<file path="src/design/tspp_pkg.sv">
package tspp_pkg;

  // Widths with a meaning of their own
  typedef logic [31:0] word_t;
  typedef logic [4:0]  reg_addr_t;
  typedef logic [3:0]  byte_en_t;
  typedef logic [6:0]  opcode_t;

  // Core constants
  localparam word_t RESET_PC   = 32'h0;
  localparam word_t HALT_INSTR = 32'hFFFF_FFFF;

  // Data RAM geometry and pacing
  localparam int DMEM_LATENCY = 2;
  localparam int DMEM_WORDS   = 256;
  localparam int DMEM_AW      = $clog2(DMEM_WORDS);
  localparam int DMEM_CNT_W   = $clog2(DMEM_LATENCY + 1);

  typedef logic [DMEM_CNT_W-1:0] dmem_cnt_t;

  // The access cycle itself is the first busy cycle
  localparam dmem_cnt_t DMEM_RELOAD = dmem_cnt_t'(DMEM_LATENCY - 1);

  // RV32I major opcodes
  localparam opcode_t OPC_LUI    = 7'b0110111;
  localparam opcode_t OPC_AUIPC  = 7'b0010111;
  localparam opcode_t OPC_JAL    = 7'b1101111;
  localparam opcode_t OPC_JALR   = 7'b1100111;
  localparam opcode_t OPC_BRANCH = 7'b1100011;
  localparam opcode_t OPC_LOAD   = 7'b0000011;
  localparam opcode_t OPC_STORE  = 7'b0100011;
  localparam opcode_t OPC_OP_IMM = 7'b0010011;
  localparam opcode_t OPC_OP     = 7'b0110011;

  typedef enum logic [3:0] {
    ALU_ADD, ALU_SUB, ALU_SLL, ALU_SLT, ALU_SLTU,
    ALU_XOR, ALU_SRL, ALU_SRA, ALU_OR, ALU_AND
  } alu_op_t;

  // Encoded as funct3, stores use the same values
  typedef enum logic [2:0] {
    LB  = 3'b000,
    LH  = 3'b001,
    LW  = 3'b010,
    LBU = 3'b100,
    LHU = 3'b101
  } load_type_t;

  typedef enum logic [1:0] {RUN, MEM_WAIT, HALTED} hazard_state_t;

  typedef struct packed {
    word_t pc;
    word_t pc4;
    word_t instr;
    logic  valid;
  } fetch_ex_t;

  typedef struct packed {
    logic     ren;
    logic     wen;
    word_t    addr;
    word_t    wdata;
    byte_en_t byte_en;
  } dbus_req_t;

  typedef struct packed {
    logic      valid;
    word_t     pc;
    reg_addr_t rd;
    word_t     wdata;
    logic      mal;
  } retire_t;

endpackage

</file>
<file path="src/design/rv32i_reg_file.sv">
module rv32i_reg_file (
  input  logic                CLK,
  input  logic                reset,
  input  tspp_pkg::reg_addr_t rs1_sel,
  input  tspp_pkg::reg_addr_t rs2_sel,
  input  tspp_pkg::reg_addr_t rd_sel,
  input  logic                wen,
  input  tspp_pkg::word_t     wdata,
  output tspp_pkg::word_t     rs1_data,
  output tspp_pkg::word_t     rs2_data
);

  tspp_pkg::word_t regs [32];

  // x0 is cleared by reset and never written, so it reads zero
  always_ff @(posedge CLK) begin
    if (reset) begin
      regs <= '{default: '0};
    end else if (wen && (rd_sel != '0)) begin
      regs[rd_sel] <= wdata;
    end
  end

  // Two asynchronous read ports
  assign rs1_data = regs[rs1_sel];
  assign rs2_data = regs[rs2_sel];

endmodule

</file>
<file path="config.mk">
export PLATFORM = sky130hd
export DESIGN_NAME = rv32i_reg_file
export DESIGN_NICKNAME = d
export VERILOG_FILES = /design/src/design/tspp_pkg.sv /design/src/design/rv32i_reg_file.sv
export SDC_FILE = /design/constraint.sdc
export NUM_CORES = 2
export LEC_CHECK = 0
export BUFFER_PORTS_ARGS = -buffer_cell sky130_fd_sc_hd__buf_2
export CORE_UTILIZATION = 25
export CTS_BUF_LIST = sky130_fd_sc_hd__clkbuf_16
export DETAILED_ROUTE_END_ITERATION = 10
export HOLD_SLACK_MARGIN = 0.15
export SLEW_MARGIN = 20
export SYNTH_ARGS = -nofsm -noshare
export SYNTH_HDL_FRONTEND = slang
export SYNTH_SLANG_ARGS = --single-unit
</file>
<file path="constraint.sdc">
create_clock -name CLK -period 2.2 [get_ports CLK]
set_input_delay 0.22 -clock CLK [delete_from_list [all_inputs] [get_ports CLK]]
set_output_delay 0.22 -clock CLK [all_outputs]
set_load 0.05 [all_outputs]
</file>
# --- Word-level counts from Yosys, hierarchy flattened ---
# Cells that the tools add are included.
classes:
  order_cmp: 4
  n_reduce_logical: 3
  bitwise_logic: 3
  n_mux: 9
op_table:
  columns: ["operator", "n"]
  rows:
  - ["$bwmux W1024", 1]
  - ["$bmux W32 S5", 2]
  - ["$demux W32 S5", 1]
  - ["$mux W32", 5]
  - ["$ge A6 B6 Y1 const B", 3]
  - ["$not A5 Y6", 3]
  - ["$lt A6 B1 Y1 const B", 1]
  - ["$reduce_bool A5 Y1", 1]
  - ["$logic_and A1 B1 Y1", 2]
totals:
  word_cells: 51
  register_bits: 1024

# --- Logic depth before layout (Yosys ltp) ---
logic_depth:
  depth_word: 6
  depth_mapped: 8

# --- Least setup slack after synthesis ---
# OpenSTA, ideal clock, no wires.
synth_path:
  kind: "in2out"
  start: "in rs2_sel[1]"
  end: "out rs2_data[16]"
  required_time_ps: 1980
  arrival_ps: 1748
  stages: 8
  slack_ps: 232
  cell_sequence: "buf_2 -> buf_2 -> buf_4 -> buf_4 -> mux2i_1 -> a22oi_1 -> a31oi_1 -> nand3_1"
synth_between:
  elab_chain_cells: 4
synth_lines:
  columns: ["element", "line", "text"]
  rows:
  - ["start, declared", "rv32i_reg_file.sv:5", "input tspp_pkg::reg_addr_t rs2_sel,"]
  - ["$not A5 Y6 (not written as such)", "rv32i_reg_file.sv:26", "assign rs2_data = regs[rs2_sel];"]
  - ["$bmux W32 S5", "rv32i_reg_file.sv:26", null]
  - ["$mux W32 (not written as such) (2 in a row)", "rv32i_reg_file.sv:26", null]
  - ["end, declared", "rv32i_reg_file.sv:10", "output tspp_pkg::word_t rs2_data"]
# Every way passes these cells. The select of a mux whose other input is x is not followed.

# --- Final worst setup path ---
layout_path:
  start: "reg regs[951] (netlist name)"
  end: "out rs1_data[23]"
layout_between:
  elab_chain_cells: 3
layout_lines:
  columns: ["element", "line", "text"]
  rows:
  - ["start, declared", "rv32i_reg_file.sv:13", "tspp_pkg::word_t regs [32];"]
  - ["start signal, assigned by index", "rv32i_reg_file.sv:20", "regs[rd_sel] <= wdata;"]
  - ["$bmux W32 S5", "rv32i_reg_file.sv:25", "assign rs1_data = regs[rs1_sel];"]
  - ["$mux W32 (not written as such) (2 in a row)", "rv32i_reg_file.sv:25", null]
  - ["end, declared", "rv32i_reg_file.sv:9", "output tspp_pkg::word_t rs1_data,"]
# Every way passes these cells. The select of a mux whose other input is x is not followed.

==> impl_metrics.toml <==
[status]
outcome = "finished with violations"
failed_checks = "setup timing"

[clocking]
cts-root-buf = "clkbuf_16"
clockBufferDepth = 3
numCtsBuffers = 102
htreeDepth = 3
cts_tree = "built"
clkTransAtPathRegs_ns = 0.06
clk_latency_ns = 0.73
clock-sinks = 1024

[floorplanning]
core_area_sq_um = 209000
die_w_um = 461
std_cell_rows = 168
start_util = 0.251
ios = 114
dieArea_sq_um = 212000
die_h_um = 461

[finish]
area_delta_synth_final_pct = 26.3
top_register = "regs"
top_regs = "regs x1024"
layout-drive-gt1-share = 0.165
layout.cells.non_filler = 9810
largest_reg_flops = 1024
nNetsFinal = 6967

[routing]
first_pass_iters = 6
wl_per_cell_um = 23.6
wl_um = 231000
ant_nets = 0
drt-initial-drc-count = 6341
vias_per_cell = 5.40
via_count = 52900
drc_errors = 0

[placed_design]
port_buffers = 113
post-place-ws_ns = -0.403
place_congestion = 0.923
dp_hpwl_um = 147000
place_inst = 9619

[synth]
synth_area_per_cell_sq_um = 7.69
syn_nets = 6898
syn_area_sq_um = 52600
synth_cells = 6848
synth.distinct_cells = 24
synth-seq-cells = 1024
synth-main-ff-cell = "dfxtp_1"
synth_edf_count = 0
synthArstFlopShare = 0
yosysWarnings = 0
yosysSeqAreaShare = 0.390

[critical_path]
cp.required_ns = 1.98
worstSetupPathType = "flop to output port"
reg2regPathDepth = 3
r2r_start = "regs[33]"
reg2reg_slack_ns = 1.02
worst_setup_path_end_kind = "output port"
cp.arrival_ns = 2.22
r2r_end = "regs[33]"
path_max_fanout = 3
startpoint_type = "flop"

[sta]
finalSetupViolCount = 62
rsz0062_at_grt = "true"
hold_viol_final = 0
period_share = 1.11
worstMarginPinSlew_ns = 0.932
finClkSkew_ns = 0
slew_headroom = 0.379
timing.final.ws_setup_ns = -0.241
clock.fmax_ghz = 0.410
min_period_ns = 2.44
finalMaxSlewViolations = 0

[global_route]
antenna_found_initial = 12
grt_start_max_net_pins = 94
grt_pass1_vias = 50500
grt_usage = 0.208
grt_overflow = 0
grt_first_pass_wirelength_um = 334000

[min_path]
hp-class = "input pin to flop"
hold_depth = 5
min_from = "rd_sel[3]"
holdPathEnd = "regs[169]"

[power_and_ir_drop]
power.leakage_nw = 24.2
vdd_drop_max_mv = 0.686
power_density_nw_per_um2 = 659

[job]
maxCapViolations = 0
[area by class of cell]
class | instances | area, sq um
timing repair buffer | 622 | 7510
sequential | 1024 | 20700
fill | 21700 | 143000
multi-input combinational | 5167 | 31300
tap | 2805 | 3510
clock buffer | 104 | 2600
antenna | 10 | 25.0
clock inverter | 78 | 806
[Yosys cell counts, types with 18 or more instances]
cell / number / area share
a21oi_1: 1184 / 0.11
nor2_1: 34 / 0.0024
nand2_1: 2213 / 0.16
buf_4: 18 / 0.0026
a22oi_1: 192 / 0.027
buf_1: 29 / 0.0021
nor2b_1: 40 / 0.0048
clkbuf_1: 410 / 0.029
a22o_1: 128 / 0.021
dfxtp_1: 1024 / 0.39
nor3_1: 67 / 0.0064
mux2i_1: 1024 / 0.19
buf_2: 200 / 0.019
a31oi_1: 64 / 0.0076
nand3_1: 197 / 0.019
[how the worst max path moves through the flow]
stage	start	endpoint	slack [ns]	cells past startpoint
after floorplan	rs2_sel[1]	rs2_data[16]	0.23	8
after global placement	rs1_sel[1]	rs1_data[19]	-0.43	10
after detailed placement	rs1_sel[1]	rs1_data[19]	-0.40	10
after CTS	regs[817]	rs2_data[17]	-0.26	7
after global routing	regs[893]	rs2_data[29]	-0.29	8
final	regs[951]	rs1_data[23]	-0.24	7
[through the flow]
step | hold WS (ns) | power, mW | util | area [sq um] | setup TNS [ns]
after detailed placement | 0.461 | 25.1 | 0.290 | 60700 | -9.56
after global routing | 0.279 | 44.8 | 0.317 | 66500 | -9.99
final | 0.260 | 43.8 | 0.318 | 66500 | -7.95
after global placement | 0.453 | 25.1 | 0.290 | 60700 | -9.59
after CTS | 0.199 | 43.7 | 0.315 | 66000 | -9.65
after floorplan | 0.356 | 22.3 | - | 52600 | 0
[per-layer routing]
layer	GRT usage	routed length (um)
met1	0.254	87000
met4	0.148	18100
met2	0.333	105000
met3	0.0322	21500
met5	0	0
[report_power, final]
part	total, mW	internal [mW]	leakage (nW)	switching [mW]
registers	18.8	18.7	8.34	0.106
logic	6.63	2.47	14.2	4.16
clock network	18.4	10.3	1.70	8.06
[worst max-delay path: stages, from the launching register on]
cell	delay [ns]
dfxtp_2	0.33
mux2i_1	0.14
a22o_1	0.25
nor3_2	0.07
a31oi_2	0.21
buf_4	0.19
nand3_4	0.12
buf_8	0.18
[cells by family (layout without fill, tap and decap cells)]
kind of cell / after synthesis / in the layout / share of synthesized area
buffers and inverters: 657 / 804 / 0.0529
AO/OA/AOI/OAI: 1568 / 1568 / 0.169
flip-flops: 1024 / 1024 / 0.390
multiplexers: 1024 / 1024 / 0.195
AND/OR/NAND/NOR: 2575 / 2575 / 0.194
other: 0 / 10 / 0
[placed cells by master (no fill, tap or decap), types with 10 or more instances in the layout]
master,count
nor3_4,28
buf_12,191
a22o_1,128
nand3_1,129
clkbuf_16,108
nor3_2,32
nand3_2,35
a22oi_1,186
a31oi_4,29
dlygate4sd3_1,34
clkinv_1,21
a31oi_1,23
inv_1,12
dfxtp_1,858
buf_6,30
nand2_1,2187
a31oi_2,12
buf_2,46
buf_4,285
dfxtp_2,164
buf_8,27
nor2_4,26
nor2b_1,36
nand2_2,27
clkinv_2,18
diode_2,10
mux2i_1,1014
nand3_4,33
nor3_1,11
a21oi_1,1183
bufinv_16,15
[what timing repair did]
action / CTS / global route
hold endpoints to repair: 1002 / 0
endpoints found under the setup margin: 64 / 64
pin swaps: 132 / 113
setup buffers: 3 / 10
resized for setup: 460 / 97
gates cloned: 0 / 4
hold buffers: 34 / 0
Power figures use the tool's default switching activity.
