===== src/design/tspp_pkg.sv =====
package tspp_pkg;

  // Widths with a meaning of their own
  typedef logic [31:0] word_t;
  typedef logic [4:0]  reg_addr_t;
  typedef logic [3:0]  byte_en_t;
  typedef logic [6:0]  opcode_t;

  // Core constants
  localparam word_t RESET_PC   = 32'h0;
  localparam word_t HALT_INSTR = 32'hFFFF_FFFF;

  // Data RAM geometry and pacing
  localparam int DMEM_LATENCY = 2;
  localparam int DMEM_WORDS   = 256;
  localparam int DMEM_AW      = $clog2(DMEM_WORDS);
  localparam int DMEM_CNT_W   = $clog2(DMEM_LATENCY + 1);

  typedef logic [DMEM_CNT_W-1:0] dmem_cnt_t;

  // The access cycle itself is the first busy cycle
  localparam dmem_cnt_t DMEM_RELOAD = dmem_cnt_t'(DMEM_LATENCY - 1);

  // RV32I major opcodes
  localparam opcode_t OPC_LUI    = 7'b0110111;
  localparam opcode_t OPC_AUIPC  = 7'b0010111;
  localparam opcode_t OPC_JAL    = 7'b1101111;
  localparam opcode_t OPC_JALR   = 7'b1100111;
  localparam opcode_t OPC_BRANCH = 7'b1100011;
  localparam opcode_t OPC_LOAD   = 7'b0000011;
  localparam opcode_t OPC_STORE  = 7'b0100011;
  localparam opcode_t OPC_OP_IMM = 7'b0010011;
  localparam opcode_t OPC_OP     = 7'b0110011;

  typedef enum logic [3:0] {
    ALU_ADD, ALU_SUB, ALU_SLL, ALU_SLT, ALU_SLTU,
    ALU_XOR, ALU_SRL, ALU_SRA, ALU_OR, ALU_AND
  } alu_op_t;

  // Encoded as funct3, stores use the same values
  typedef enum logic [2:0] {
    LB  = 3'b000,
    LH  = 3'b001,
    LW  = 3'b010,
    LBU = 3'b100,
    LHU = 3'b101
  } load_type_t;

  typedef enum logic [1:0] {RUN, MEM_WAIT, HALTED} hazard_state_t;

  typedef struct packed {
    word_t pc;
    word_t pc4;
    word_t instr;
    logic  valid;
  } fetch_ex_t;

  typedef struct packed {
    logic     ren;
    logic     wen;
    word_t    addr;
    word_t    wdata;
    byte_en_t byte_en;
  } dbus_req_t;

  typedef struct packed {
    logic      valid;
    word_t     pc;
    reg_addr_t rd;
    word_t     wdata;
    logic      mal;
  } retire_t;

endpackage


===== src/design/tspp_fetch_stage.sv =====
module tspp_fetch_stage (
  input  logic                CLK,
  input  logic                reset,
  input  logic                stall,
  input  logic                flush,
  input  logic                brj_taken,
  input  tspp_pkg::word_t     brj_addr,
  input  tspp_pkg::word_t     imem_rdata,
  output tspp_pkg::word_t     imem_addr,
  output tspp_pkg::fetch_ex_t fetch_ex
);

  tspp_pkg::word_t pc_q;
  tspp_pkg::word_t pc_seq;

  // Instruction memory answers in the same cycle
  assign imem_addr = pc_q;
  assign pc_seq    = pc_q + 32'd4;

  always_ff @(posedge CLK) begin
    if (reset) begin
      pc_q           <= tspp_pkg::RESET_PC;
      fetch_ex.valid <= 1'b0;
    end else if (!stall) begin
      // Redirect wins over the sequential PC
      pc_q           <= brj_taken ? brj_addr : pc_seq;
      // Wrong-path fetch becomes a bubble
      fetch_ex.valid <= ~flush;
    end
    // Payload follows the valid bit
    if (!stall) begin
      fetch_ex.pc    <= pc_q;
      fetch_ex.pc4   <= pc_seq;
      fetch_ex.instr <= imem_rdata;
    end
  end

endmodule


===== config.mk =====
export PLATFORM = sky130hd
export DESIGN_NAME = tspp_fetch_stage
export DESIGN_NICKNAME = d
export VERILOG_FILES = /design/src/design/tspp_pkg.sv /design/src/design/tspp_fetch_stage.sv
export SDC_FILE = /design/constraint.sdc
export NUM_CORES = 1
export LEC_CHECK = 0
export BUFFER_PORTS_ARGS = -buffer_cell sky130_fd_sc_hd__buf_2
export CAP_MARGIN = 25
export CORE_MARGIN = 5
export CORE_UTILIZATION = 49
export DETAILED_ROUTE_END_ITERATION = 8
export PLACE_DENSITY = 0.8
export SYNTH_ARGS = -nofsm -noshare
export SYNTH_HDL_FRONTEND = slang
export SYNTH_SLANG_ARGS = --single-unit
export TNS_END_PERCENT = 10

===== constraint.sdc =====
create_clock -name CLK -period 7.75 [get_ports CLK]
set_input_delay 1.9375 -clock CLK [delete_from_list [all_inputs] [get_ports CLK]]
set_output_delay 1.9375 -clock CLK [all_outputs]
set_load 0.02 [all_outputs]

Word-level counts from Yosys, hierarchy flattened
Index checks and enable logic that the tools add are counted.

storage, ports and cells
  register bits after elaboration = 129
  word-level logic and storage cells = 8
  bits of input ports = 69
  output and inout port bits = 129

cells by class
  bitwise operators = 1
  multiplexer cells = 1
  add/subtract/negate cells = 1

operator list
  operator                 count
  $add A32 B3 Y32 const B  1
  $mux W32                 1
  $not A1 Y1               1

Logic depth before layout (Yosys ltp)
  word-level depth = 2
  gate-level depth with buffers = 7
  mapped depth without buffers = 6

Worst setup path before layout
No wires, ideal clock.

  kind = input port to flip-flop
  start = input stall
  end = register pc_q[4], in the netlist imem_addr[4]
  data required time = 7.622 ns
  library setup time = 0.128 ns
  buffers on the path = 3
  arrival = 5.857 ns
  stages on the path = 7
  setup slack = 1.765 ns
  cells stage by stage = clkbuf_1 inv_1 clkbuf_1 clkbuf_1 o21ai_0 a21oi_1 nor2_1

RTL lines
  item                    RTL line                source
  start: declaration      tspp_fetch_stage.sv:4   input logic stall,
  end signal: assignment  tspp_fetch_stage.sv:22  pc_q <= tspp_pkg::RESET_PC;
  end signal: assignment  tspp_fetch_stage.sv:26  pc_q <= brj_taken ? brj_addr : pc_seq;
  end: declaration        tspp_fetch_stage.sv:13  tspp_pkg::word_t pc_q;

==> summary by stage <==
Global routing
The number of global-route vias before repair came to 4042. The total routing usage reported by global routing is 0.2143. For met2 alone, demand over resource in global routing was 0.3483. Entering global routing, the biggest net connects 82 pins. The first global-routing pass estimated 21410 microns of wire.

In this run the most used layer during global routing was met2. The initial antenna violation count is 1. For this run the aggregate overflow at the end of global routing stands at 0. In the global route stage, met3 resource usage came out at 0.06313. In the global route stage, met1 resource usage came out at 0.2749.

Placed design
After legalization and detailed placement, the total HPWL measured 9801 microns. The final estimated routing congestion in global placement is 0.8409. During placement, the flow inserted port buffers numbering 197.

OpenSTA, run right after detailed placement, puts the worst setup slack at 3.285 ns. The number of placed instances, taps included, is 729.

Synth
The instance count of the mapped netlist is 424. In the synthesized netlist the async set-or-reset flop fraction comes to 0. The count of unique library cells instantiated by Yosys is 45. The flip-flop and latch count after synthesis is 127.

The average footprint of a synthesized cell is 12.36 sq um. The number of nets handed over by synthesis was 494. The number of enable-type register cells in the synthesized netlist is 94.

The commonest register cell after synthesis is sky130_fd_sc_hd__edfxtp_1. Yosys printed 0 warnings. In this run the cell area of the synthesized design comes to 0.005243 sq mm.

The post-synthesis sequential area ratio is 0.6644.

Setup path
STA classifies the critical path startpoint as an input pin. The startpoint of the worst register-to-register path is imem_addr[2]$_SDFFE_PP0N_. The worst-path maximum fanout is 81.

The destination of the worst register-to-register timing path is imem_addr[22]$_SDFFE_PP0N_. The required time of the worst setup path is 8.13 ns. Tracing the worst setup path back leads to its startpoint at stall. Following the worst setup path forward leads to its endpoint at imem_addr[26]$_SDFFE_PP0N_. The worst reg2reg path depth is 6. At the worst endpoint, the arrival time is 4.32 ns. The worst setup path is captured at a register. In this run the register-to-register setup slack is 5.25 ns. The classification of the worst setup path is input pin to register.

Cells and area
The area of the multi-input gates is 0.001597 sq mm. In the layout the commonest cells are sky130_fd_sc_hd__buf_2 (197), sky130_fd_sc_hd__edfxtp_1 (94), sky130_fd_sc_hd__nor2_1 (47), sky130_fd_sc_hd__nand2_1 (36), sky130_fd_sc_hd__dfxtp_1 (33). The count of cells in the finished layout, fillers not included, comes to 761. After filler insertion, the fill cell instance count of the layout stands at 814. The area occupied by registers is 0.003483 sq mm.

In the final design database the tool counted 682 nets. The number of antenna diodes in the final layout is 0. The layout overhead on the synthesized area is 30.50%. The fraction of final layout cells with drive strength greater than 1 is 0.3872. The library cell used most frequently in the layout, excluding fill and tap cells, is sky130_fd_sc_hd__buf_2.

Route
The routed wirelength normalized by instance count is 18.34 microns. In this run the remaining antenna-violating nets after routing total 0. The routed design has 13960 microns of wire. The first detailed-routing pass took 5 iterations. For this run, design rule violations remaining after detail routing come to 0. The detailed router placed 4118 vias in this run.

After the first detailed-routing iteration, the DRC count stood at 343. The via density per instance is 5.411.

Die
The initial utilization of the core area, before any placement, comes to 0.5056. The area of the die is 0.01287 sq mm. From left edge to right edge, the die measures 113.4 microns. From bottom edge to top edge, the die measures 113.4 microns.

The core region is 0.01037 sq mm. The top-level I/O count is 198. The floorplan has 37 rows.

Timing
The final count of pins violating max slew is 0. The total count of hold-check failures in the final report is 0. The post-route worst setup slack is 3.807 ns.

Of the available clock period, the critical path in the final layout requires 0.5088. Setup repair after global routing left no endpoint under its margin. The sum of negative setup slack is 0 ns.

For the final database, setup skew stands at 0.009258 ns. Timing would allow up to 253.6 MHz. The tightest hold path in the finished design has a slack of 0.4858 ns. In this run the tightest slew margin relative to its limit is 0.3383. The time the worst path needs with I/O delays and setup is 3.943 ns.

Setup violations remaining at the end of the flow were counted as 0. The worst-margin pin slew is 0.9926 ns.

Clocking
TritonCTS built the clock tree. Counting every sink on the clock net gives 127. The post-CTS clock slew at the launch and capture registers of the worst setup and hold paths is 0.06 ns. The number of buffers inserted by hold repair at cts is 0. The maximum buffer depth of the clock tree is 2. In this run, post-CTS repair resized a total of 0 instances. The deepest level of the CTS H-tree is 4. The number of buffers inserted to repair setup after CTS is 0. The number of clock buffers inserted by TritonCTS is 17. The clock tree root buffer cell is sky130_fd_sc_hd__clkbuf_8. The clock reaches the later pin of the worst-skew pair after 0.52 ns.

Pwr
For this design the static power due to leakage is 2.951 nW. The maximum ir drop on the vdd rail is 126.4 uV. Dividing total power by cell area gives a power density of 252.3 mW/mm^2.

The total power draw is 1.726 mW.

Status
The flow ran to the end, and the final reports show no timing, DRC or antenna violations.

Worst hold path
The worst hold path belongs to the class register to register.

Run
The number of max-cap violations is 0.
## how the worst min path moves through the flow
stage	cells past startpoint	from	slack [ns]	to
after floorplan	0	imem_addr[0]$_SDFFE_PP0P_	0.43	fetch_ex[65]$_DFFE_PN_
after global placement	2	fetch_ex[0]$_SDFFE_PP0N_	0.47	fetch_ex[0]$_SDFFE_PP0N_
after detailed placement	0	imem_addr[1]$_SDFFE_PP0P_	0.47	fetch_ex[66]$_DFFE_PN_
after CTS	0	imem_addr[1]$_SDFFE_PP0P_	0.49	fetch_ex[66]$_DFFE_PN_
after global routing	0	imem_addr[1]$_SDFFE_PP0P_	0.50	fetch_ex[66]$_DFFE_PN_
final	0	imem_addr[1]$_SDFFE_PP0P_	0.49	fetch_ex[66]$_DFFE_PN_
## cell families (layout without fill, tap and decap cells)
group                    count (synthesis)  after routing  synth area share
AO/OA/AOI/OAI                           73             73           0.08998
XOR/XNOR                                28             28           0.04678
adder cells (fa/ha/maj)                  1              1          0.002386
buffers and inverters                   38            239           0.03103
flip-flops                             127            127            0.6644
multiplexers                            10             10           0.01981
AND/OR/NAND/NOR                        147            147            0.1456
## critical path, cell delays in order
cell and delay [ns]:
sky130_fd_sc_hd__buf_2 0.30, sky130_fd_sc_hd__inv_4 0.40, sky130_fd_sc_hd__buf_4 0.81, sky130_fd_sc_hd__nand2_1 0.28, sky130_fd_sc_hd__o221ai_1 0.28, sky130_fd_sc_hd__mux2_2 0.19, sky130_fd_sc_hd__nor2_1 0.04
## per-layer routing
metal,part of all wire,vias up
met5,0.00050,-
met4,0.015,2
met3,0.085,23
met2,0.48,192
met1,0.42,1971
li1,-,1930
## power by group
| part | switching (mW) | leakage [nW] | total (mW) | internal, mW |
|---|---|---|---|---|
| clock | 0.278 | 0.270 | 0.736 | 0.458 |
| combinational | 0.118 | 1.46 | 0.181 | 0.0622 |
| sequential | 0.0305 | 1.22 | 0.810 | 0.779 |
| total | 0.426 | 2.95 | 1.73 | 1.30 |
## cells in the mapped netlist (5+ instances only)
library cell / count / area [sq um]
sky130_fd_sc_hd__edfxtp_1: 94 / 2823
sky130_fd_sc_hd__nor2_1: 47 / 176.4
sky130_fd_sc_hd__nand2_1: 36 / 135.1
sky130_fd_sc_hd__dfxtp_1: 33 / 660.6
sky130_fd_sc_hd__a21oi_1: 26 / 130.1
sky130_fd_sc_hd__xnor2_1: 18 / 157.7
sky130_fd_sc_hd__clkbuf_1: 16 / 60.06
sky130_fd_sc_hd__nand4_1: 11 / 68.82
sky130_fd_sc_hd__nand3_1: 10 / 50.05
sky130_fd_sc_hd__o21ai_0: 10 / 50.05
sky130_fd_sc_hd__xor2_1: 10 / 87.58
sky130_fd_sc_hd__a22oi_1: 9 / 67.56
sky130_fd_sc_hd__and3_1: 9 / 56.30
sky130_fd_sc_hd__inv_1: 9 / 33.78
sky130_fd_sc_hd__nor3_1: 9 / 45.04
sky130_fd_sc_hd__mux2i_1: 7 / 70.07
sky130_fd_sc_hd__buf_1: 5 / 18.77
sky130_fd_sc_hd__o21a_1: 5 / 37.54
## registers in the layout, summed over array words and instances (netlist names)
name       count
fetch_ex      95
imem_addr     32
## area by class of cell
class,count,area share
sequential,127,0.5091
timing repair buffer,198,0.1452
inverter,9,0.005304
clock inverter,9,0.01244
tap,136,0.02487
clock buffer,23,0.06968
multi-input combinational,259,0.2334
## stage by stage
step / instance area, sq um / utilization
CTS: 6842 / 0.6597
global route: 6842 / 0.6597
global placement: 6280 / 0.6056
finish: 6842 / 0.6597
floorplan: 5243 / -
detailed placement: 6280 / 0.6056
Note: power is estimated with default switching activity, not from simulation.
