File: src/design/tspp_pkg.sv
package tspp_pkg;

  // Widths with a meaning of their own
  typedef logic [31:0] word_t;
  typedef logic [4:0]  reg_addr_t;
  typedef logic [3:0]  byte_en_t;
  typedef logic [6:0]  opcode_t;

  // Core constants
  localparam word_t RESET_PC   = 32'h0;
  localparam word_t HALT_INSTR = 32'hFFFF_FFFF;

  // Data RAM geometry and pacing
  localparam int DMEM_LATENCY = 2;
  localparam int DMEM_WORDS   = 256;
  localparam int DMEM_AW      = $clog2(DMEM_WORDS);
  localparam int DMEM_CNT_W   = $clog2(DMEM_LATENCY + 1);

  typedef logic [DMEM_CNT_W-1:0] dmem_cnt_t;

  // The access cycle itself is the first busy cycle
  localparam dmem_cnt_t DMEM_RELOAD = dmem_cnt_t'(DMEM_LATENCY - 1);

  // RV32I major opcodes
  localparam opcode_t OPC_LUI    = 7'b0110111;
  localparam opcode_t OPC_AUIPC  = 7'b0010111;
  localparam opcode_t OPC_JAL    = 7'b1101111;
  localparam opcode_t OPC_JALR   = 7'b1100111;
  localparam opcode_t OPC_BRANCH = 7'b1100011;
  localparam opcode_t OPC_LOAD   = 7'b0000011;
  localparam opcode_t OPC_STORE  = 7'b0100011;
  localparam opcode_t OPC_OP_IMM = 7'b0010011;
  localparam opcode_t OPC_OP     = 7'b0110011;

  typedef enum logic [3:0] {
    ALU_ADD, ALU_SUB, ALU_SLL, ALU_SLT, ALU_SLTU,
    ALU_XOR, ALU_SRL, ALU_SRA, ALU_OR, ALU_AND
  } alu_op_t;

  // Encoded as funct3, stores use the same values
  typedef enum logic [2:0] {
    LB  = 3'b000,
    LH  = 3'b001,
    LW  = 3'b010,
    LBU = 3'b100,
    LHU = 3'b101
  } load_type_t;

  typedef enum logic [1:0] {RUN, MEM_WAIT, HALTED} hazard_state_t;

  typedef struct packed {
    word_t pc;
    word_t pc4;
    word_t instr;
    logic  valid;
  } fetch_ex_t;

  typedef struct packed {
    logic     ren;
    logic     wen;
    word_t    addr;
    word_t    wdata;
    byte_en_t byte_en;
  } dbus_req_t;

  typedef struct packed {
    logic      valid;
    word_t     pc;
    reg_addr_t rd;
    word_t     wdata;
    logic      mal;
  } retire_t;

endpackage

File: src/design/tspp_hazard_fsm.sv
module tspp_hazard_fsm (
  input  logic CLK,
  input  logic reset,
  input  logic mem_access,
  input  logic busy,
  input  logic brj_taken,
  input  logic halt_seen,
  output logic stall,
  output logic flush,
  output logic halt
);

  tspp_pkg::hazard_state_t state_q, state_d;

  always_ff @(posedge CLK) begin
    if (reset) begin
      state_q <= tspp_pkg::RUN;
    end else begin
      state_q <= state_d;
    end
  end

  // HALTED is final
  always_comb begin
    state_d = state_q;
    case (state_q)
      tspp_pkg::RUN: begin
        if (halt_seen) begin
          state_d = tspp_pkg::HALTED;
        end else if (mem_access) begin
          state_d = tspp_pkg::MEM_WAIT;
        end
      end
      tspp_pkg::MEM_WAIT: begin
        if (halt_seen) begin
          state_d = tspp_pkg::HALTED;
        end else if (!busy) begin
          state_d = tspp_pkg::RUN;
        end
      end
      default: state_d = tspp_pkg::HALTED;
    endcase
  end

  // Hold the access cycle and the wait; the last wait cycle lets the access retire
  // Halt word also holds so it stays in execute
  assign stall = (state_q == tspp_pkg::HALTED)
               | ((state_q == tspp_pkg::RUN) & (mem_access | halt_seen))
               | ((state_q == tspp_pkg::MEM_WAIT) & busy);
  assign flush = (state_q == tspp_pkg::RUN) & brj_taken;
  assign halt  = (state_q == tspp_pkg::HALTED);

endmodule

File: config.mk
export PLATFORM = sky130hd
export DESIGN_NAME = tspp_hazard_fsm
export DESIGN_NICKNAME = d
export VERILOG_FILES = /design/src/design/tspp_pkg.sv /design/src/design/tspp_hazard_fsm.sv
export SDC_FILE = /design/constraint.sdc
export NUM_CORES = 1
export LEC_CHECK = 0
export ABC_AREA = 0
export BUFFER_PORTS_ARGS = -buffer_cell sky130_fd_sc_hd__buf_2
export CORE_AREA = 2 2 39 41
export DETAILED_ROUTE_END_ITERATION = 16
export DIE_AREA = 0 0 41 43
export PLACE_DENSITY_LB_ADDON = 0.1
export SYNTH_ARGS = -nofsm -noshare
export SYNTH_HDL_FRONTEND = slang
export SYNTH_SLANG_ARGS = --single-unit
File: constraint.sdc
create_clock -name CLK -period 1.12 [get_ports CLK]
set_input_delay 0.224 -clock CLK [delete_from_list [all_inputs] [get_ports CLK]]
set_output_delay 0.224 -clock CLK [all_outputs]
set_load 0.05 [all_outputs]
## Yosys cells after proc, flatten, opt, wreduce, memory -nomap -nowiden

Cells that the tools add are included.

- Logic and storage cells: 18
- Bits of input ports: 6
- Output and inout port bits: 3
- Bits in registers: 2

- Bitwise logic cells: 6
- Equal/unequal tests: 4
- Muxes and demuxes: 5
- Reduce and logical (&&, ||, !) cells: 2

Operators by type and width:

| cell | count |
|---|---|
| $mux 2 | 4 |
| $ne 3x3->1 const B | 2 |
| $pmux 2 s2 | 1 |
| $and 1x1->1 | 3 |
| $or 1x1->1 | 3 |
| $eq 2x1->1 const B | 1 |
| $eq 2x2->1 const B | 1 |
| $logic_not 2->1 | 1 |
| $reduce_and 2->1 | 1 |

## Longest topological paths before layout

Gate-level depths: netlist of the first run.

- Word-level depth: 4
- Mapped depth: 2
- Depth with buffers taken out: 2

## Worst setup path after synthesis of the first run

Ideal clock, no wire load.

- Path kind: register to output
- Start point: register state_q[1]
- End point: output port flush
- Stages on the path, launching flop included: 2
- Required time: 0.896 ns
- Arrival: 1.513 ns
- Path slack: -0.617 ns
- Buffers on the path: 0
- Cell sequence: dfxtp_1 nor3b_1

- Word-level cells in the longest chain between the ends: 2

Ends and longest elaborated chain:

| what | line | source |
|---|---|---|
| from (decl) | tspp_hazard_fsm.sv:13 | `tspp_pkg::hazard_state_t state_q, state_d;` |
| from (signal assigned) | tspp_hazard_fsm.sv:17 | `state_q <= tspp_pkg::RUN;` |
| from (signal assigned) | tspp_hazard_fsm.sv:19 | `state_q <= state_d;` |
| $logic_not 2->1 | tspp_hazard_fsm.sv:50 | `assign flush = (state_q == tspp_pkg::RUN) & brj_taken;` |
| $and 1x1->1 | tspp_hazard_fsm.sv:50 |  |
| to (decl) | tspp_hazard_fsm.sv:9 | `output logic flush,` |

No other way between the ends.

## Worst setup path in the final report of the first run

Ends and elaborated chain as after synthesis.

==> run summary, run 1 <==
Min-Delay Endpoint: state_q[0]$_SDFFE_PP0P_
Yosys reg bits: 2
Slew HR: 0.835
Pin count of the biggest net entering global routing: 5
Violations in the final reports: setup timing
Hold-critical path depth: 2
Crit-path cells: buf_6, nor3b_4, buf_6
Syn_nets: 17
First-pass GRT wire length: 586 um
# rows: 14
Buf/Inv on CP: 2
CTS HTree Levels: 1
Slew @ Worst Pin: 0.247 ns
Hold slack: 0.175 ns
Max Cap Violations: 0
Initial Utilization: 0.0723
Mapped cell area: 100 sq um
Die area: 1760 sq um
Nets: 35
Root buffer selected by CTS: clkbuf_4
CTS max path bufs: 2
Highest Clock Rate: 0.797 GHz
Worst EP required: 0.90 ns
YS warnings: 0
Io pins: 9
Multi-input logic area: 98.8 sq um
Num CTS Buffers: 3
Post-DP Area: 225 sq um
Commonest non-fill, non-tap cell in the layout: buf_2
Layout area overhead: 184%
Final setup fails: 3
Arrival time worst endpoint: 1.03 ns
Total power: 0.352 mW
Most frequent cells in the layout: buf_2, buf_6, buf_4
Top cells by area, synth: dfxtp_1, a2111oi_2, and2b_2, nor2_1, nor3b_1
Worst hold path class: primary input to register
Register-to-register path setup slack: 0.04 ns
FF-to-FF End: state_q[0]$_SDFFE_PP0P_
Final wirelength: 369 um
Clk_skew: 0.00331 ns
CTS hold repair buffers: 0
Fin area: 284 sq um
Slew Viols, Final: 0
Initial antenna violation count: 0
Final core occ: 0.205
Avg WL per Cell: 8.58 um
GPL Wtd Cong: 0.612
Die width: 41 um
Fill cells: 161
R2R Path Start: state_q[0]$_SDFFE_PP0P_
Reg area: 42.5 sq um
Maximum fanout along the worst path: 4
Final WS setup: -0.134 ns
Place WS: -0.0364 ns
CTS tree: yes
Synth top area share: 0.400
Post-synthesis sequential area ratio: 0.400
Cells after Synth: 11
Most flop-heavy register: state_q
Most used cell, CP: buf_6
Vias in the first global route: 151
Crit-path leading delay family: flip-flops
Drt pass-1 iters: 2
RSZ-0062 raised after global routing: true
GRT Resource Usage Total: 0.0601
GR Overflow Total: 0
Min-delay src: reset
N_diodes: 0
Fin. Hold Viols: 0
Peak supply drop: 0.000219 V
CP max-delay cell: dfxtp_2
Clock sink total: 2
Setup bufs post-CTS: 0
CP endpoint kind: output port
Via/cell ratio: 3.14
Pwr per Cell Area: 1240 nW/um^2
Layout cells sized above 1: 0.889
R2R cell count: 3
Lkg Pwr: 0.122 nW
Clock latency on the worst-skew pair: 0.23 ns
Biggest registers after layout: state_q x2
Critical path class: register to output port
Critical Path Max Stage Delay: 0.33 ns
Total core area: 1380 sq um
Antenna-violating nets left: 0
Number of unique standard cell types used by synthesis: 9
Minimum clock period: 1.25 ns
Crit path depth: 3
Clock transition at path regs: 0.03 ns
Violation count after the first detailed-route iteration: 1
# port buffers: 8
HPWL Detailed: 265 um
DIE HEIGHT: 43 um
Max reg flops: 2
Avg Synthesized Cell Area: 9.10 sq um
Total number of vias: 135
Cell taking the most area after synthesis: dfxtp_1
Period Utilization, post-route: 1.12
Worst setup SP type: register
# DRC: 0
Outcome: complete, but fails checks
## cell usage after synthesis
cell type and number:
dfxtp_1 2, nor2_1 2, a2111oi_2 1, and2b_2 1, nand2_1 1, nand2b_1 1, nor3_1 1, nor3b_1 1
o22ai_1 1
## repair_timing
item	CTS	global route
pin swaps	1	0
endpoints found under the setup margin	3	3
gates resized for setup	9	1
## report_power, final
group / leakage [nW] / switching (mW) / internal, mW
registers: 0.0172 / 0.00511 / 0.0767
clock network: 0.0138 / 0.0435 / 0.118
logic: 0.0908 / 0.0581 / 0.0503
## worst max-delay path by stage
stage,start,end,slack [ns]
2_1_floorplan,state_q[1]$_SDFFE_PP0P_,flush,0.04
6_report,state_q[1]$_SDFFE_PP0P_,flush,-0.13
5_1_grt,state_q[1]$_SDFFE_PP0P_,flush,-0.17
3_3_place_gp,halt_seen,stall,-0.04
3_5_place_dp,halt_seen,stall,-0.04
4_1_cts,state_q[1]$_SDFFE_PP0P_,stall,-0.14
## layer usage
layer | up-vias | GRT usage | wire length [um]
li1 | 72 | - | -
met1 | 57 | 0.0605 | 166
met2 | 6 | 0.0625 | 172
met3 | 0 | 0.0314 | 30
met4 | 0 | 0.100 | 0
met5 | - | 0 | 0
## metrics by stage
step	std cells	TNS, ns
after floorplan	11	0
after global placement	40	-0.0427
after detailed placement	40	-0.0396
after CTS	43	-0.393
after global routing	43	-0.469
final	43	-0.383
## kinds of logic (layout without fill, tap and decap cells)
| logic type | Yosys count | in the layout | share of synthesized area |
|---|---|---|---|
| AO/OA/AOI/OAI | 2 | 2 | 0.212 |
| buffers and inverters | 0 | 16 | 0 |
| flip-flops | 2 | 2 | 0.400 |
| AND/OR/NAND/NOR | 7 | 7 | 0.388 |
## area by class of cell
class | count | share of cell area
Tap cell | 16 | 0.0705
Timing Repair Buffer | 13 | 0.352
Clock buffer | 3 | 0.0793
Multi-Input combinational cell | 9 | 0.348
Sequential cell | 2 | 0.150
(Power assumes the default switching activity.)
==> run 2, diff against run 1 <==
--- a/config.mk
+++ b/config.mk
@@ -6,7 +6,7 @@
 export NUM_CORES = 1
 export LEC_CHECK = 0
 export ABC_AREA = 0
-export BUFFER_PORTS_ARGS = -buffer_cell sky130_fd_sc_hd__buf_2
+export BUFFER_PORTS_ARGS = -buffer_cell sky130_fd_sc_hd__buf_4
 export CORE_AREA = 2 2 39 41
 export DETAILED_ROUTE_END_ITERATION = 16
 export DIE_AREA = 0 0 41 43
==> run 2 against run 1 <==
Against the previous run: the flow still finishes with violations (setup timing); clock skew is 0.0032 ns lower; global-route usage down 0.39 points; sequential share of layout area fell by 0.10 points; register-to-register slack better by 0.04 ns.
==> run summary, run 2 (synthesis results as in run 1) <==
Vias in the first global route: 151 (unchanged)
Final setup fails: 3 (unchanged)
CP endpoint kind: output port (unchanged)
Slew @ Worst Pin: 0.263 ns (was 0.247 ns)
Minimum clock period: 1.26 ns (was 1.25 ns)
Fill cells: 160 (was 161)
# DRC: 0 (unchanged)
Outcome: complete, but fails checks (unchanged)
Final wirelength: 353 um (was 369 um)
N_diodes: 0 (unchanged)
RSZ-0062 raised after global routing: true (unchanged)
Violations in the final reports: setup timing (unchanged)
Maximum fanout along the worst path: 4 (unchanged)
Period Utilization, post-route: 1.13 (was 1.12)
Antenna-violating nets left: 0 (unchanged)
Clock transition at path regs: 0.03 ns (about the same)
Most frequent cells in the layout: buf_4, buf_6, clkbuf_4 (was buf_2, buf_6, buf_4)
Slew HR: 0.824 (was 0.835)
Slew Viols, Final: 0 (unchanged)
Arrival time worst endpoint: 1.04 ns (was 1.03 ns)
Post-DP Area: 238 sq um (was 225 sq um)
Fin. Hold Viols: 0 (unchanged)
CTS tree: yes (unchanged)
Layout area overhead: 202% (was 184%)
CTS HTree Levels: 1 (unchanged)
Final core occ: 0.219 (was 0.205)
Commonest non-fill, non-tap cell in the layout: buf_4 (was buf_2)
Peak supply drop: 0.000448 V (was 0.000219 V)
First-pass GRT wire length: 579 um (was 586 um)
Clock sink total: 2 (unchanged)
Total number of vias: 137 (was 135)
Die area: 1760 sq um (unchanged)
Gr busiest metal: met4 (unchanged)
Worst hold path class: primary input to register (unchanged)
Drt pass-1 iters: 1 (was 2)
Initial antenna violation count: 0 (unchanged)
HPWL Detailed: 263 um (was 265 um)
# port buffers: 8 (unchanged)
Pin count of the biggest net entering global routing: 6 (was 5)
Violation count after the first detailed-route iteration: 0 (was 1)
Most flop-heavy register: state_q (unchanged)
Max Cap Violations: 0 (unchanged)
Root buffer selected by CTS: clkbuf_4 (unchanged)
Highest Clock Rate: 0.792 GHz (was 0.797 GHz)
Initial Utilization: 0.0723 (unchanged)
# rows: 14 (unchanged)
Total power: 0.351 mW (was 0.352 mW)
GPL Wtd Cong: 0.575 (was 0.612)
Layout cells sized above 1: 0.889 (unchanged)
Total core area: 1380 sq um (unchanged)
CTS max path bufs: 2 (unchanged)
GR Overflow Total: 0 (unchanged)
Die width: 41 um (unchanged)
Met1 Use GR: 0.0511 (was 0.0605)
Grt met2 use: 0.0688 (was 0.0625)
Biggest registers after layout: state_q x2 (unchanged)
Critical path class: register to output port (unchanged)
Max reg flops: 2 (unchanged)
Pwr per Cell Area: 1160 nW/um^2 (was 1240 nW/um^2)
Multi-input logic area: 98.8 sq um (unchanged)
Nets: 35 (unchanged)
Met3 Resource Use GR: 0.0314 (unchanged)
Avg WL per Cell: 8.21 um (was 8.58 um)
Setup TNS after final layout: -0.370 ns (was -0.383 ns)
Num CTS Buffers: 3 (unchanged)
Final WS setup: -0.143 ns (was -0.134 ns)
Via/cell ratio: 3.19 (was 3.14)
Fin area: 303 sq um (was 284 sq um)
Clock latency on the worst-skew pair: 0.22 ns (was 0.23 ns)
Clk_skew: 0.000128 ns (was 0.00331 ns)
DIE HEIGHT: 43 um (unchanged)
Reg area: 45.0 sq um (was 42.5 sq um)
Io pins: 9 (unchanged)
Worst EP required: 0.90 ns (about the same)
GRT Resource Usage Total: 0.0561 (was 0.0601)
Worst setup SP type: register (unchanged)
Lkg Pwr: 0.128 nW (was 0.122 nW)
Hold-critical path depth: 2 (unchanged)
R2R cell count: 3 (unchanged)
run 2: cell count changes in the layout (fill, tap and decap cells not counted):
cell	change
buf_2	-5
buf_4	+4
dfxtp_2	-1
dfxtp_4	+1
buf_6	+1
run 2: final cells by class:
| class | count | share of cell area |
|---|---|---|
| sequential | 2 | 0.149 |
| timing repair buffer | 13 | 0.384 |
| tap | 16 | 0.0661 |
| multi-input combinational | 9 | 0.326 |
| clock buffer | 3 | 0.0744 |
run 2: worst max-delay path, stage by stage (launching register included):
cell and delay [ns]:
dfxtp_4 0.34, buf_6 0.11, nor3b_4 0.18, buf_6 0.18
run 2: worst paths after layout:
path,start,end,slack (ns)
setup / recovery,state_q[0]$_SDFFE_PP0P_,flush,-0.14
hold / removal,reset,state_q[0]$_SDFFE_PP0P_,0.16
setup reg to reg,state_q[0]$_SDFFE_PP0P_,state_q[0]$_SDFFE_PP0P_,0.08
hold reg to reg,state_q[1]$_SDFFE_PP0P_,state_q[0]$_SDFFE_PP0P_,0.58
run 2: timing repair:
action	4_1_cts	5_1_grt
cloned	0	0
pin swaps	1	2
resized for setup	8	1
endpoints found under the setup margin	3	4
hold buffers	0	0
buffers inserted	1	0
endpoints found under the hold margin	0	0
run 2: stage by stage:
| stage | setup WS [ns] | cells | hold WS, ns |
|---|---|---|---|
| 6_report | -0.143 | 43 | 0.162 |
| 2_1_floorplan | 0.0418 | 11 | 0.285 |
| 3_3_place_gp | -0.0176 | 39 | 0.395 |
| 3_5_place_dp | -0.0313 | 39 | 0.394 |
| 4_1_cts | -0.162 | 43 | 0.153 |
| 5_1_grt | -0.175 | 43 | 0.153 |
run 2: power by group:
part	switching [mW]	total, mW	internal, mW
logic	0.0578	0.113	0.0548
registers	0.00498	0.0801	0.0751
clock network	0.0399	0.158	0.118
total	0.103	0.351	0.248
run 2: layer usage:
metal	up-vias	part of all wire
li1	73	-
met1	58	0.43
met2	6	0.46
met3	0	0.099
met4	0	0
met5	-	0
