[src/design/tspp_pkg.sv]
package tspp_pkg;

  // Widths with a meaning of their own
  typedef logic [31:0] word_t;
  typedef logic [4:0]  reg_addr_t;
  typedef logic [3:0]  byte_en_t;
  typedef logic [6:0]  opcode_t;

  // Core constants
  localparam word_t RESET_PC   = 32'h0;
  localparam word_t HALT_INSTR = 32'hFFFF_FFFF;

  // Data RAM geometry and pacing
  localparam int DMEM_LATENCY = 2;
  localparam int DMEM_WORDS   = 256;
  localparam int DMEM_AW      = $clog2(DMEM_WORDS);
  localparam int DMEM_CNT_W   = $clog2(DMEM_LATENCY + 1);

  typedef logic [DMEM_CNT_W-1:0] dmem_cnt_t;

  // The access cycle itself is the first busy cycle
  localparam dmem_cnt_t DMEM_RELOAD = dmem_cnt_t'(DMEM_LATENCY - 1);

  // RV32I major opcodes
  localparam opcode_t OPC_LUI    = 7'b0110111;
  localparam opcode_t OPC_AUIPC  = 7'b0010111;
  localparam opcode_t OPC_JAL    = 7'b1101111;
  localparam opcode_t OPC_JALR   = 7'b1100111;
  localparam opcode_t OPC_BRANCH = 7'b1100011;
  localparam opcode_t OPC_LOAD   = 7'b0000011;
  localparam opcode_t OPC_STORE  = 7'b0100011;
  localparam opcode_t OPC_OP_IMM = 7'b0010011;
  localparam opcode_t OPC_OP     = 7'b0110011;

  typedef enum logic [3:0] {
    ALU_ADD, ALU_SUB, ALU_SLL, ALU_SLT, ALU_SLTU,
    ALU_XOR, ALU_SRL, ALU_SRA, ALU_OR, ALU_AND
  } alu_op_t;

  // Encoded as funct3, stores use the same values
  typedef enum logic [2:0] {
    LB  = 3'b000,
    LH  = 3'b001,
    LW  = 3'b010,
    LBU = 3'b100,
    LHU = 3'b101
  } load_type_t;

  typedef enum logic [1:0] {RUN, MEM_WAIT, HALTED} hazard_state_t;

  typedef struct packed {
    word_t pc;
    word_t pc4;
    word_t instr;
    logic  valid;
  } fetch_ex_t;

  typedef struct packed {
    logic     ren;
    logic     wen;
    word_t    addr;
    word_t    wdata;
    byte_en_t byte_en;
  } dbus_req_t;

  typedef struct packed {
    logic      valid;
    word_t     pc;
    reg_addr_t rd;
    word_t     wdata;
    logic      mal;
  } retire_t;

endpackage

[src/design/tspp_execute_stage.sv]
module tspp_execute_stage (
  input  logic                 CLK,
  input  logic                 reset,
  input  tspp_pkg::fetch_ex_t  fetch_ex,
  input  logic                 stall,
  input  tspp_pkg::word_t      rs1_data,
  input  tspp_pkg::word_t      rs2_data,
  input  tspp_pkg::word_t      dmem_rdata,
  output tspp_pkg::reg_addr_t  rs1_sel,
  output tspp_pkg::reg_addr_t  rs2_sel,
  output tspp_pkg::reg_addr_t  rd_sel,
  output logic                 rf_wen,
  output tspp_pkg::word_t      rf_wdata,
  output tspp_pkg::dbus_req_t  dbus,
  output logic                 brj_taken,
  output tspp_pkg::word_t      brj_addr,
  output logic                 mem_access,
  output logic                 halt_seen,
  output tspp_pkg::retire_t    retire
);

  tspp_pkg::word_t      instr;
  tspp_pkg::word_t      imm_i, imm_s, imm_b, imm_u, imm_j;
  tspp_pkg::word_t      alu_a, alu_b, alu_out;
  tspp_pkg::word_t      jalr_sum, store_data, byte_shifted, load_ext;
  tspp_pkg::alu_op_t    arith_op, alu_op;
  tspp_pkg::load_type_t mem_type;
  tspp_pkg::byte_en_t   byte_en;
  logic [2:0]           funct3;
  logic [1:0]           byte_offset;
  logic                 is_load, is_store, is_branch, is_jal, is_jalr, dec_wen;
  logic                 br_cond, misaligned, mal_addr, wb;

  assign instr   = fetch_ex.instr;
  assign funct3  = instr[14:12];
  assign rs1_sel = instr[19:15];
  assign rs2_sel = instr[24:20];
  assign rd_sel  = instr[11:7];

  // Immediate formats, all sign extended from bit 31
  assign imm_i = {{20{instr[31]}}, instr[31:20]};
  assign imm_s = {{20{instr[31]}}, instr[31:25], instr[11:7]};
  assign imm_b = {{19{instr[31]}}, instr[31], instr[7], instr[30:25], instr[11:8], 1'b0};
  assign imm_u = {instr[31:12], 12'b0};
  assign imm_j = {{11{instr[31]}}, instr[31], instr[19:12], instr[20], instr[30:21], 1'b0};

  // OP and OP-IMM share funct3, bit 5 marks the register form that may SUB
  always_comb begin
    case (funct3)
      3'b000:  arith_op = (instr[5] && instr[30]) ? tspp_pkg::ALU_SUB : tspp_pkg::ALU_ADD;
      3'b001:  arith_op = tspp_pkg::ALU_SLL;
      3'b010:  arith_op = tspp_pkg::ALU_SLT;
      3'b011:  arith_op = tspp_pkg::ALU_SLTU;
      3'b100:  arith_op = tspp_pkg::ALU_XOR;
      3'b101:  arith_op = instr[30] ? tspp_pkg::ALU_SRA : tspp_pkg::ALU_SRL;
      3'b110:  arith_op = tspp_pkg::ALU_OR;
      default: arith_op = tspp_pkg::ALU_AND;
    endcase
  end

  // Main decode, defaults to a register-register add with no side effects
  always_comb begin
    is_load   = 1'b0;
    is_store  = 1'b0;
    is_branch = 1'b0;
    is_jal    = 1'b0;
    is_jalr   = 1'b0;
    dec_wen   = 1'b0;
    alu_a     = rs1_data;
    alu_b     = rs2_data;
    alu_op    = tspp_pkg::ALU_ADD;
    case (instr[6:0])
      tspp_pkg::OPC_LUI: begin
        alu_a   = '0;
        alu_b   = imm_u;
        dec_wen = 1'b1;
      end
      tspp_pkg::OPC_AUIPC: begin
        alu_a   = fetch_ex.pc;
        alu_b   = imm_u;
        dec_wen = 1'b1;
      end
      tspp_pkg::OPC_JAL: begin
        is_jal  = 1'b1;
        dec_wen = 1'b1;
      end
      tspp_pkg::OPC_JALR: begin
        is_jalr = 1'b1;
        dec_wen = 1'b1;
      end
      tspp_pkg::OPC_BRANCH: is_branch = 1'b1;
      tspp_pkg::OPC_LOAD: begin
        is_load = 1'b1;
        alu_b   = imm_i;
        dec_wen = 1'b1;
      end
      tspp_pkg::OPC_STORE: begin
        is_store = 1'b1;
        alu_b    = imm_s;
      end
      tspp_pkg::OPC_OP_IMM: begin
        alu_b   = imm_i;
        alu_op  = arith_op;
        dec_wen = 1'b1;
      end
      tspp_pkg::OPC_OP: begin
        alu_op  = arith_op;
        dec_wen = 1'b1;
      end
      // Halt word and unknown opcodes do nothing here
      default: ;
    endcase
  end

  // ALU, shift amount from the low five bits
  always_comb begin
    case (alu_op)
      tspp_pkg::ALU_SUB:  alu_out = alu_a - alu_b;
      tspp_pkg::ALU_SLL:  alu_out = alu_a << alu_b[4:0];
      tspp_pkg::ALU_SLT:  alu_out = {31'b0, $signed(alu_a) < $signed(alu_b)};
      tspp_pkg::ALU_SLTU: alu_out = {31'b0, alu_a < alu_b};
      tspp_pkg::ALU_XOR:  alu_out = alu_a ^ alu_b;
      tspp_pkg::ALU_SRL:  alu_out = alu_a >> alu_b[4:0];
      tspp_pkg::ALU_SRA:  alu_out = $signed(alu_a) >>> alu_b[4:0];
      tspp_pkg::ALU_OR:   alu_out = alu_a | alu_b;
      tspp_pkg::ALU_AND:  alu_out = alu_a & alu_b;
      default:            alu_out = alu_a + alu_b;
    endcase
  end

  // Branch condition from funct3
  always_comb begin
    case (funct3)
      3'b000:  br_cond = (rs1_data == rs2_data);
      3'b001:  br_cond = (rs1_data != rs2_data);
      3'b100:  br_cond = ($signed(rs1_data) < $signed(rs2_data));
      3'b101:  br_cond = ($signed(rs1_data) >= $signed(rs2_data));
      3'b110:  br_cond = (rs1_data < rs2_data);
      3'b111:  br_cond = (rs1_data >= rs2_data);
      default: br_cond = 1'b0;
    endcase
  end

  // Static not-taken, so any taken branch or jump redirects
  assign jalr_sum  = rs1_data + imm_i;
  assign brj_taken = fetch_ex.valid & (is_jal | is_jalr | (is_branch & br_cond));
  assign brj_addr  = is_jalr ? {jalr_sum[31:1], 1'b0}
                             : fetch_ex.pc + (is_jal ? imm_j : imm_b);

  assign mem_type    = tspp_pkg::load_type_t'(funct3);
  assign byte_offset = alu_out[1:0];

  // Lane enables, replicated store data and alignment per access size
  always_comb begin
    case (mem_type)
      tspp_pkg::LB, tspp_pkg::LBU: begin
        byte_en    = 4'b0001 << byte_offset;
        store_data = {4{rs2_data[7:0]}};
        misaligned = 1'b0;
      end
      tspp_pkg::LH, tspp_pkg::LHU: begin
        byte_en    = byte_offset[1] ? 4'b1100 : 4'b0011;
        store_data = {2{rs2_data[15:0]}};
        misaligned = byte_offset[0];
      end
      tspp_pkg::LW: begin
        byte_en    = 4'b1111;
        store_data = rs2_data;
        misaligned = (byte_offset != 2'b00);
      end
      default: begin
        byte_en    = 4'b0000;
        store_data = rs2_data;
        misaligned = 1'b0;
      end
    endcase
  end

  assign mal_addr = fetch_ex.valid & (is_load | is_store) & misaligned;

  // Misaligned accesses never reach the RAM
  assign dbus = '{
    ren:     fetch_ex.valid & is_load & ~misaligned,
    wen:     fetch_ex.valid & is_store & ~misaligned,
    addr:    alu_out,
    wdata:   store_data,
    byte_en: byte_en
  };
  assign mem_access = dbus.ren | dbus.wen;
  assign halt_seen  = fetch_ex.valid & (instr == tspp_pkg::HALT_INSTR);

  // Move the addressed lane down to bit 0, then extend
  assign byte_shifted = dmem_rdata >> {byte_offset, 3'b000};
  always_comb begin
    case (mem_type)
      tspp_pkg::LB:  load_ext = {{24{byte_shifted[7]}}, byte_shifted[7:0]};
      tspp_pkg::LBU: load_ext = {24'b0, byte_shifted[7:0]};
      tspp_pkg::LH:  load_ext = {{16{byte_shifted[15]}}, byte_shifted[15:0]};
      tspp_pkg::LHU: load_ext = {16'b0, byte_shifted[15:0]};
      default:       load_ext = dmem_rdata;
    endcase
  end

  // Writeback source, jumps link pc4
  always_comb begin
    if (is_load) begin
      rf_wdata = load_ext;
    end else if (is_jal || is_jalr) begin
      rf_wdata = fetch_ex.pc4;
    end else begin
      rf_wdata = alu_out;
    end
  end

  // Stall drops in the last wait cycle, which is when a load completes
  assign rf_wen = fetch_ex.valid & dec_wen & ~stall & ~mal_addr;
  assign wb     = rf_wen & (rd_sel != '0);

  // Retire trace, rd and data read zero when nothing is written
  always_ff @(posedge CLK) begin
    if (reset) begin
      retire.valid <= 1'b0;
    end else begin
      retire.valid <= fetch_ex.valid & ~stall;
    end
    if (fetch_ex.valid && !stall) begin
      retire.pc    <= fetch_ex.pc;
      retire.rd    <= wb ? rd_sel : '0;
      retire.wdata <= wb ? rf_wdata : '0;
      retire.mal   <= mal_addr;
    end
  end

endmodule

[config.mk]
export PLATFORM = sky130hd
export DESIGN_NAME = tspp_execute_stage
export DESIGN_NICKNAME = d
export VERILOG_FILES = /design/src/design/tspp_pkg.sv /design/src/design/tspp_execute_stage.sv
export SDC_FILE = /design/constraint.sdc
export NUM_CORES = 1
export LEC_CHECK = 0
export ABC_AREA = 1
export BUFFER_PORTS_ARGS = -buffer_cell sky130_fd_sc_hd__buf_2
export CORE_MARGIN = 2
export CORE_UTILIZATION = 40
export DETAILED_ROUTE_END_ITERATION = 6
export SYNTH_ARGS = -nofsm -noshare
export SYNTH_HDL_FRONTEND = slang
export SYNTH_SLANG_ARGS = --single-unit
[constraint.sdc]
create_clock -name CLK -period 6.9 [get_ports CLK]
set_input_delay 0.69 -clock CLK [delete_from_list [all_inputs] [get_ports CLK]]
set_output_delay 0.69 -clock CLK [all_outputs]
set_load 0.1 [all_outputs]
## Word level (Yosys, flattened, before mapping)

Cells that the tools add are included.

| storage, ports and cells | value |
|---|---|
| register bits | 71 |
| logic and storage cells | 108 |
| output and inout bits | 224 |

| operators by class | value |
|---|---|
| order comparisons | 6 |
| bitwise logic cells | 24 |
| shift-type cells | 5 |
| reduce and logical (&&, ||, !) cells | 13 |
| eq/ne operators | 28 |
| muxes and demuxes | 23 |
| add/sub/neg operators | 4 |

Operator list:

| cell | count |
|---|---|
| $pmux 32 s9 | 1 |
| $lt 32x32->1 | 4 |
| $pmux 32 s2 | 2 |
| $pmux 32 s4 | 1 |
| $add 32x32->32 | 3 |
| $mux 32 | 3 |
| $pmux 32 s3 | 1 |
| $ge 32x32->1 | 2 |
| $and 32x32->32 | 1 |
| $eq 32x32->1 | 1 |
| $eq 32x32->1 const B | 1 |
| $ne 32x32->1 | 1 |
| $or 32x32->32 | 1 |
| $shl 32x5->32 | 1 |
| $shr 32x5->16 | 1 |
| $shr 32x5->32 | 1 |
| $sshr 32x5->32 | 1 |
| $sub 32x32->32 | 1 |
| $xor 32x32->32 | 1 |
| $pmux 4 s7 | 1 |
| $eq 7x6->1 const B | 3 |
| $eq 7x7->1 const B | 3 |
| $mux 20 | 1 |
| $eq 4x3->1 const B | 4 |
| other kinds (25) | 63 |

## Logic depth before layout (Yosys ltp)

| logic depth | value |
|---|---|
| depth after elaboration | 12 |
| mapped depth | 34 |
| mapped depth without buffers | 30 |

## Worst setup path after synthesis

Ideal clock, no wire load.

| path | value |
|---|---|
| path kind | input to output |
| start point | input fetch_ex[4] in the netlist's numbering |
| end point | output dbus[68] in the netlist's numbering |
| arrival time | 6928 ps |
| slack | -718 ps |
| data required time | 6210 ps |
| stages on the path | 29 |
| cell sequence | buf_6 inv_4 nand2_2 nor2_8 nand2_2 inv_2 nand2_1 o211ai_1 nand2_1 inv_2 buf_2 buf_2 buf_2 ha_1 inv_1 nand2_1 o21ai_1 a31oi_1 o21ai_1 nand2_1 nand2_1 nand2_1 nand2_1 nor2_1 nor2_1 nand3_2 nor2_4 a21oi_4 nor4_1 |

RTL lines:

| what | line | text |
|---|---|---|
| from (decl) | tspp_execute_stage.sv:4 | `input tspp_pkg::fetch_ex_t fetch_ex,` |
| to (decl) | tspp_execute_stage.sv:14 | `output tspp_pkg::dbus_req_t dbus,` |

## Worst setup path in the final report

| path | value |
|---|---|
| start point | input fetch_ex[1] in the netlist's numbering |
| end point | output rf_wdata[10] |

| between the ends | value |
|---|---|
| cells in the longest elaborated chain, start to end | 8 |
| elaborated cells between the ends (all ways) | 42 |
| those cells by class | 2 x add/sub; 2 x order compare; 17 x eq/ne; 4 x shift; 10 x mux; 3 x bitwise; 4 x reduce/logical |

Ends and longest elaborated chain:

| what | line | text |
|---|---|---|
| $eq 7x5->1, or another cell as far along | tspp_execute_stage.sv:72 | `case (instr[6:0])` |
| $reduce_or 2->1 (no line) | n/a |  |
| $pmux 32 s3 / $mux 4 (equally long branches) | tspp_execute_stage.sv:72 |  |
| $add 32x32->32, or another cell as far along | tspp_execute_stage.sv:127 | `default: alu_out = alu_a + alu_b;` |
| $pmux 32 s9 | tspp_execute_stage.sv:117 | `case (alu_op)` |
| $shr 32x5->16 | tspp_execute_stage.sv:193 | `assign byte_shifted = dmem_rdata >> {byte_offset, 3'b000};` |
| $pmux 32 s4 | tspp_execute_stage.sv:195 | `case (mem_type)` |
| $mux 32 * | tspp_execute_stage.sv:206 | `if (is_load) begin` |
| to (decl) | tspp_execute_stage.sv:13 | `output tspp_pkg::word_t rf_wdata,` |

Mark *: on every way between the ends. The rest lies on a longest branch, timed or not.

==> impl_metrics.yaml <==
place:
  hpwl_um: 78700
  globalplace.congestion: 1.06
  portBuffers: 419
  dp.cells: 4082
sta:
  finalHoldViolations: 0
  max_slew.worst_pin.slew_ns: 1.03
  period_share_pct: 97.0
  rsz0062_at_grt: "false"
  fmax_mhz: 149
  setup-tns-final_ns: 0
  maxSlewHeadroom_pct: 31.3
  slew_violations: 0
  setup_viol: 0
  period_needed_ns: 6.69
global_route:
  grt_usage_pct: 38.1
  grt_pass1_vias: 22000
  grt_pass1_wl_um: 138000
  grt_max_degree: 67
  grt_antenna_before_repair: 3
  overflow: 0
drt:
  drt_wl_total_um: 95100
  drt_first_pass_iters: 7
  vias: 24200
  wl_per_cell_um: 23.2
  initialDrtViolationCount: 3280
  ant_nets: 0
  post-route-drc-count: 1
  via_per_inst: 5.91
worst_setup_path:
  cp.buffers_inverters: 5
  worstPathArrival_ns: 6.00
  worstSetupEndpointType: "primary output"
  worst-setup-path-type: "primary input to primary output"
  cpMostUsedCell: "nand2_1"
  max_stage_delay_ns: 0.55
  crit_fanout: 19
  cpMaxStageDelayCell: "a211oi_1"
  crit_required_ns: 6.21
  start_kind: "primary input"
  crit_family: "simple AND/OR/NAND/NOR gates"
pwr:
  peakVddDrop_mv: 0.230
  p_int_w: 0.00166
  p_comb_share_pct: 77.9
  leakagePower_nw: 11.3
  switching_power_w: 0.00283
  seq_power_share_pct: 11.3
  p_per_area_nw_per_um2: 199
  swShare_pct: 63.0
  pwr-share-clk_pct: 10.9
outcome:
  outcome: "finished with violations"
  violations: "DRC"
finish:
  syn2layout_area_growth_pct: 21.3
  regMostFlops: "retire"
  final_cells: 4101
  drive_gt1_share_pct: 18.2
  ff_latch_area_um2: 2120
  fillers: 5012
  largest_register_ffs: 71
  multi_input_area_um2: 14200
  nNetsFinal: 3876
  top_regs: "retire: 71 flops"
die:
  start_util_pct: 40.3
  row_count: 79
  io_pins: 420
  coreArea_um2: 46300
  die_h_um: 220
  dieArea_um2: 48300
  die_x_um: 220
clock_network:
  max-clock-path-buffers: 2
  clock-sinks: 71
  ctsRootBufferMaster: "clkbuf_16"
  cts_max_level: 3
  clkTransAtPathRegs_ns: 0.07
  cts_buffers: 9
  cts_tree: "built"
hold_path:
  hold_path.startpoint: "reset"
  hold_path.class: "primary input to flip-flop"
  worstHoldPathCells: 2
  min_to: "retire[70]"
synthesis:
  synth.distinct_cells: 65
  yosys.area.top_type_share_pct: 15.5
  synth_area_leaders: "nand2_1, ha_1, edfxtp_1"
  synth.most_common_cell: "nand2_1"
  synth.cell_area_um2: 18600
  ys_seq_area_share_pct: 11.4
  yosysTopAreaCell: "nand2_1"
  syn_inst: 3158
  yosys-top-cells-count: "nand2_1, inv_1, o21ai_0, nor2_1, nand3_1"
  synth_area_per_cell_um2: 5.90
  synth_edf_count: 70
  ys_ff_latch: 71
  yosysWarnings: 0
  ys.flop_type: "edfxtp_1"
  async_reset_ff_share_pct: 0
  syn_nets: 3547
flow_run:
  maxCapViolCount: 0
how the worst max path moves through the flow:
stage	end	cells after the start	slack [ns]	start
6_report	rf_wdata[10]	25	0.21	fetch_ex[1]
4_1_cts	rf_wdata[10]	25	0.15	fetch_ex[1]
5_1_grt	rf_wdata[10]	27	0.004	fetch_ex[1]
2_1_floorplan	dbus[0]	29	0.0001	fetch_ex[4]
3_5_place_dp	rf_wdata[10]	25	0.19	fetch_ex[1]
3_3_place_gp	rf_wdata[10]	25	0.26	fetch_ex[1]
area by class of cell:
type	instances	area share, %
flip-flops and latches	71	9.39
multi-input cells	2528	62.9
clock buffers	9	0.996
clock inverters	7	0.238
well taps	607	3.36
diodes	2	0.0221
inverters	390	6.50
repair buffers	487	16.6
power by group through the flow:
| stage | sequential, W | combinational, W | clock (W) |
|---|---|---|---|
| after global routing | 0.000509 | 0.00367 | 0.000500 |
| after floorplan | 0.000702 | 0.00219 | 0 |
| after CTS | 0.000506 | 0.00345 | 0.000495 |
| after detailed placement | 0.000516 | 0.00344 | 0 |
| after global placement | 0.000515 | 0.00344 | 0 |
| final | 0.000506 | 0.00350 | 0.000489 |
cell families after synthesis:
| kind of cell | after synthesis | share of synthesized area [%] |
|---|---|---|
| fa+ha+maj | 193 | 13.1 |
| buf+inv | 560 | 12.8 |
| compound gates | 831 | 26.2 |
| flops | 71 | 11.4 |
| xor+xnor | 52 | 2.44 |
| mux | 7 | 0.376 |
| simple gates | 1444 | 33.6 |
routing by layer:
layer  wire [um]  track usage (%)
met1       38600             50.3
met2       41000             59.7
met3       10500             7.34
met4        5070             18.0
met5          33                0
stage by stage:
step | cell area, um^2 | power (W) | worst slack, ns | util (%) | hold WS (ns)
after floorplan | 18600 | 0.00290 | 0.0000981 | - | 0.767
after global placement | 22300 | 0.00396 | 0.257 | 48.1 | 0.867
after detailed placement | 22300 | 0.00395 | 0.186 | 48.1 | 0.867
after CTS | 22500 | 0.00445 | 0.154 | 48.7 | 0.456
after global routing | 22600 | 0.00468 | 0.00375 | 48.9 | 0.479
final | 22600 | 0.00449 | 0.208 | 48.9 | 0.464
what timing repair did:
action                     4_1_cts  5_1_grt
buffers inserted                 0        0
setup endpoints to repair        0       29
resized for setup                0        7
hold buffers                     0        0
layout by cell type (no fill, tap or decap), drive strengths merged, types with 9 or more instances in the layout:
cell,instances
xor2,37
buf,487
a21oi,269
nand3,266
a21o,10
o21a,21
nor3,25
ha,189
or2,15
xnor2,15
nor4,17
o21ai,324
inv,388
edfxtp,70
nand2,788
o221ai,18
a31oi,21
nor2,291
o22ai,42
clkbuf,9
o21bai,18
nand4,34
o211ai,52
Power figures use the tool's default switching activity.
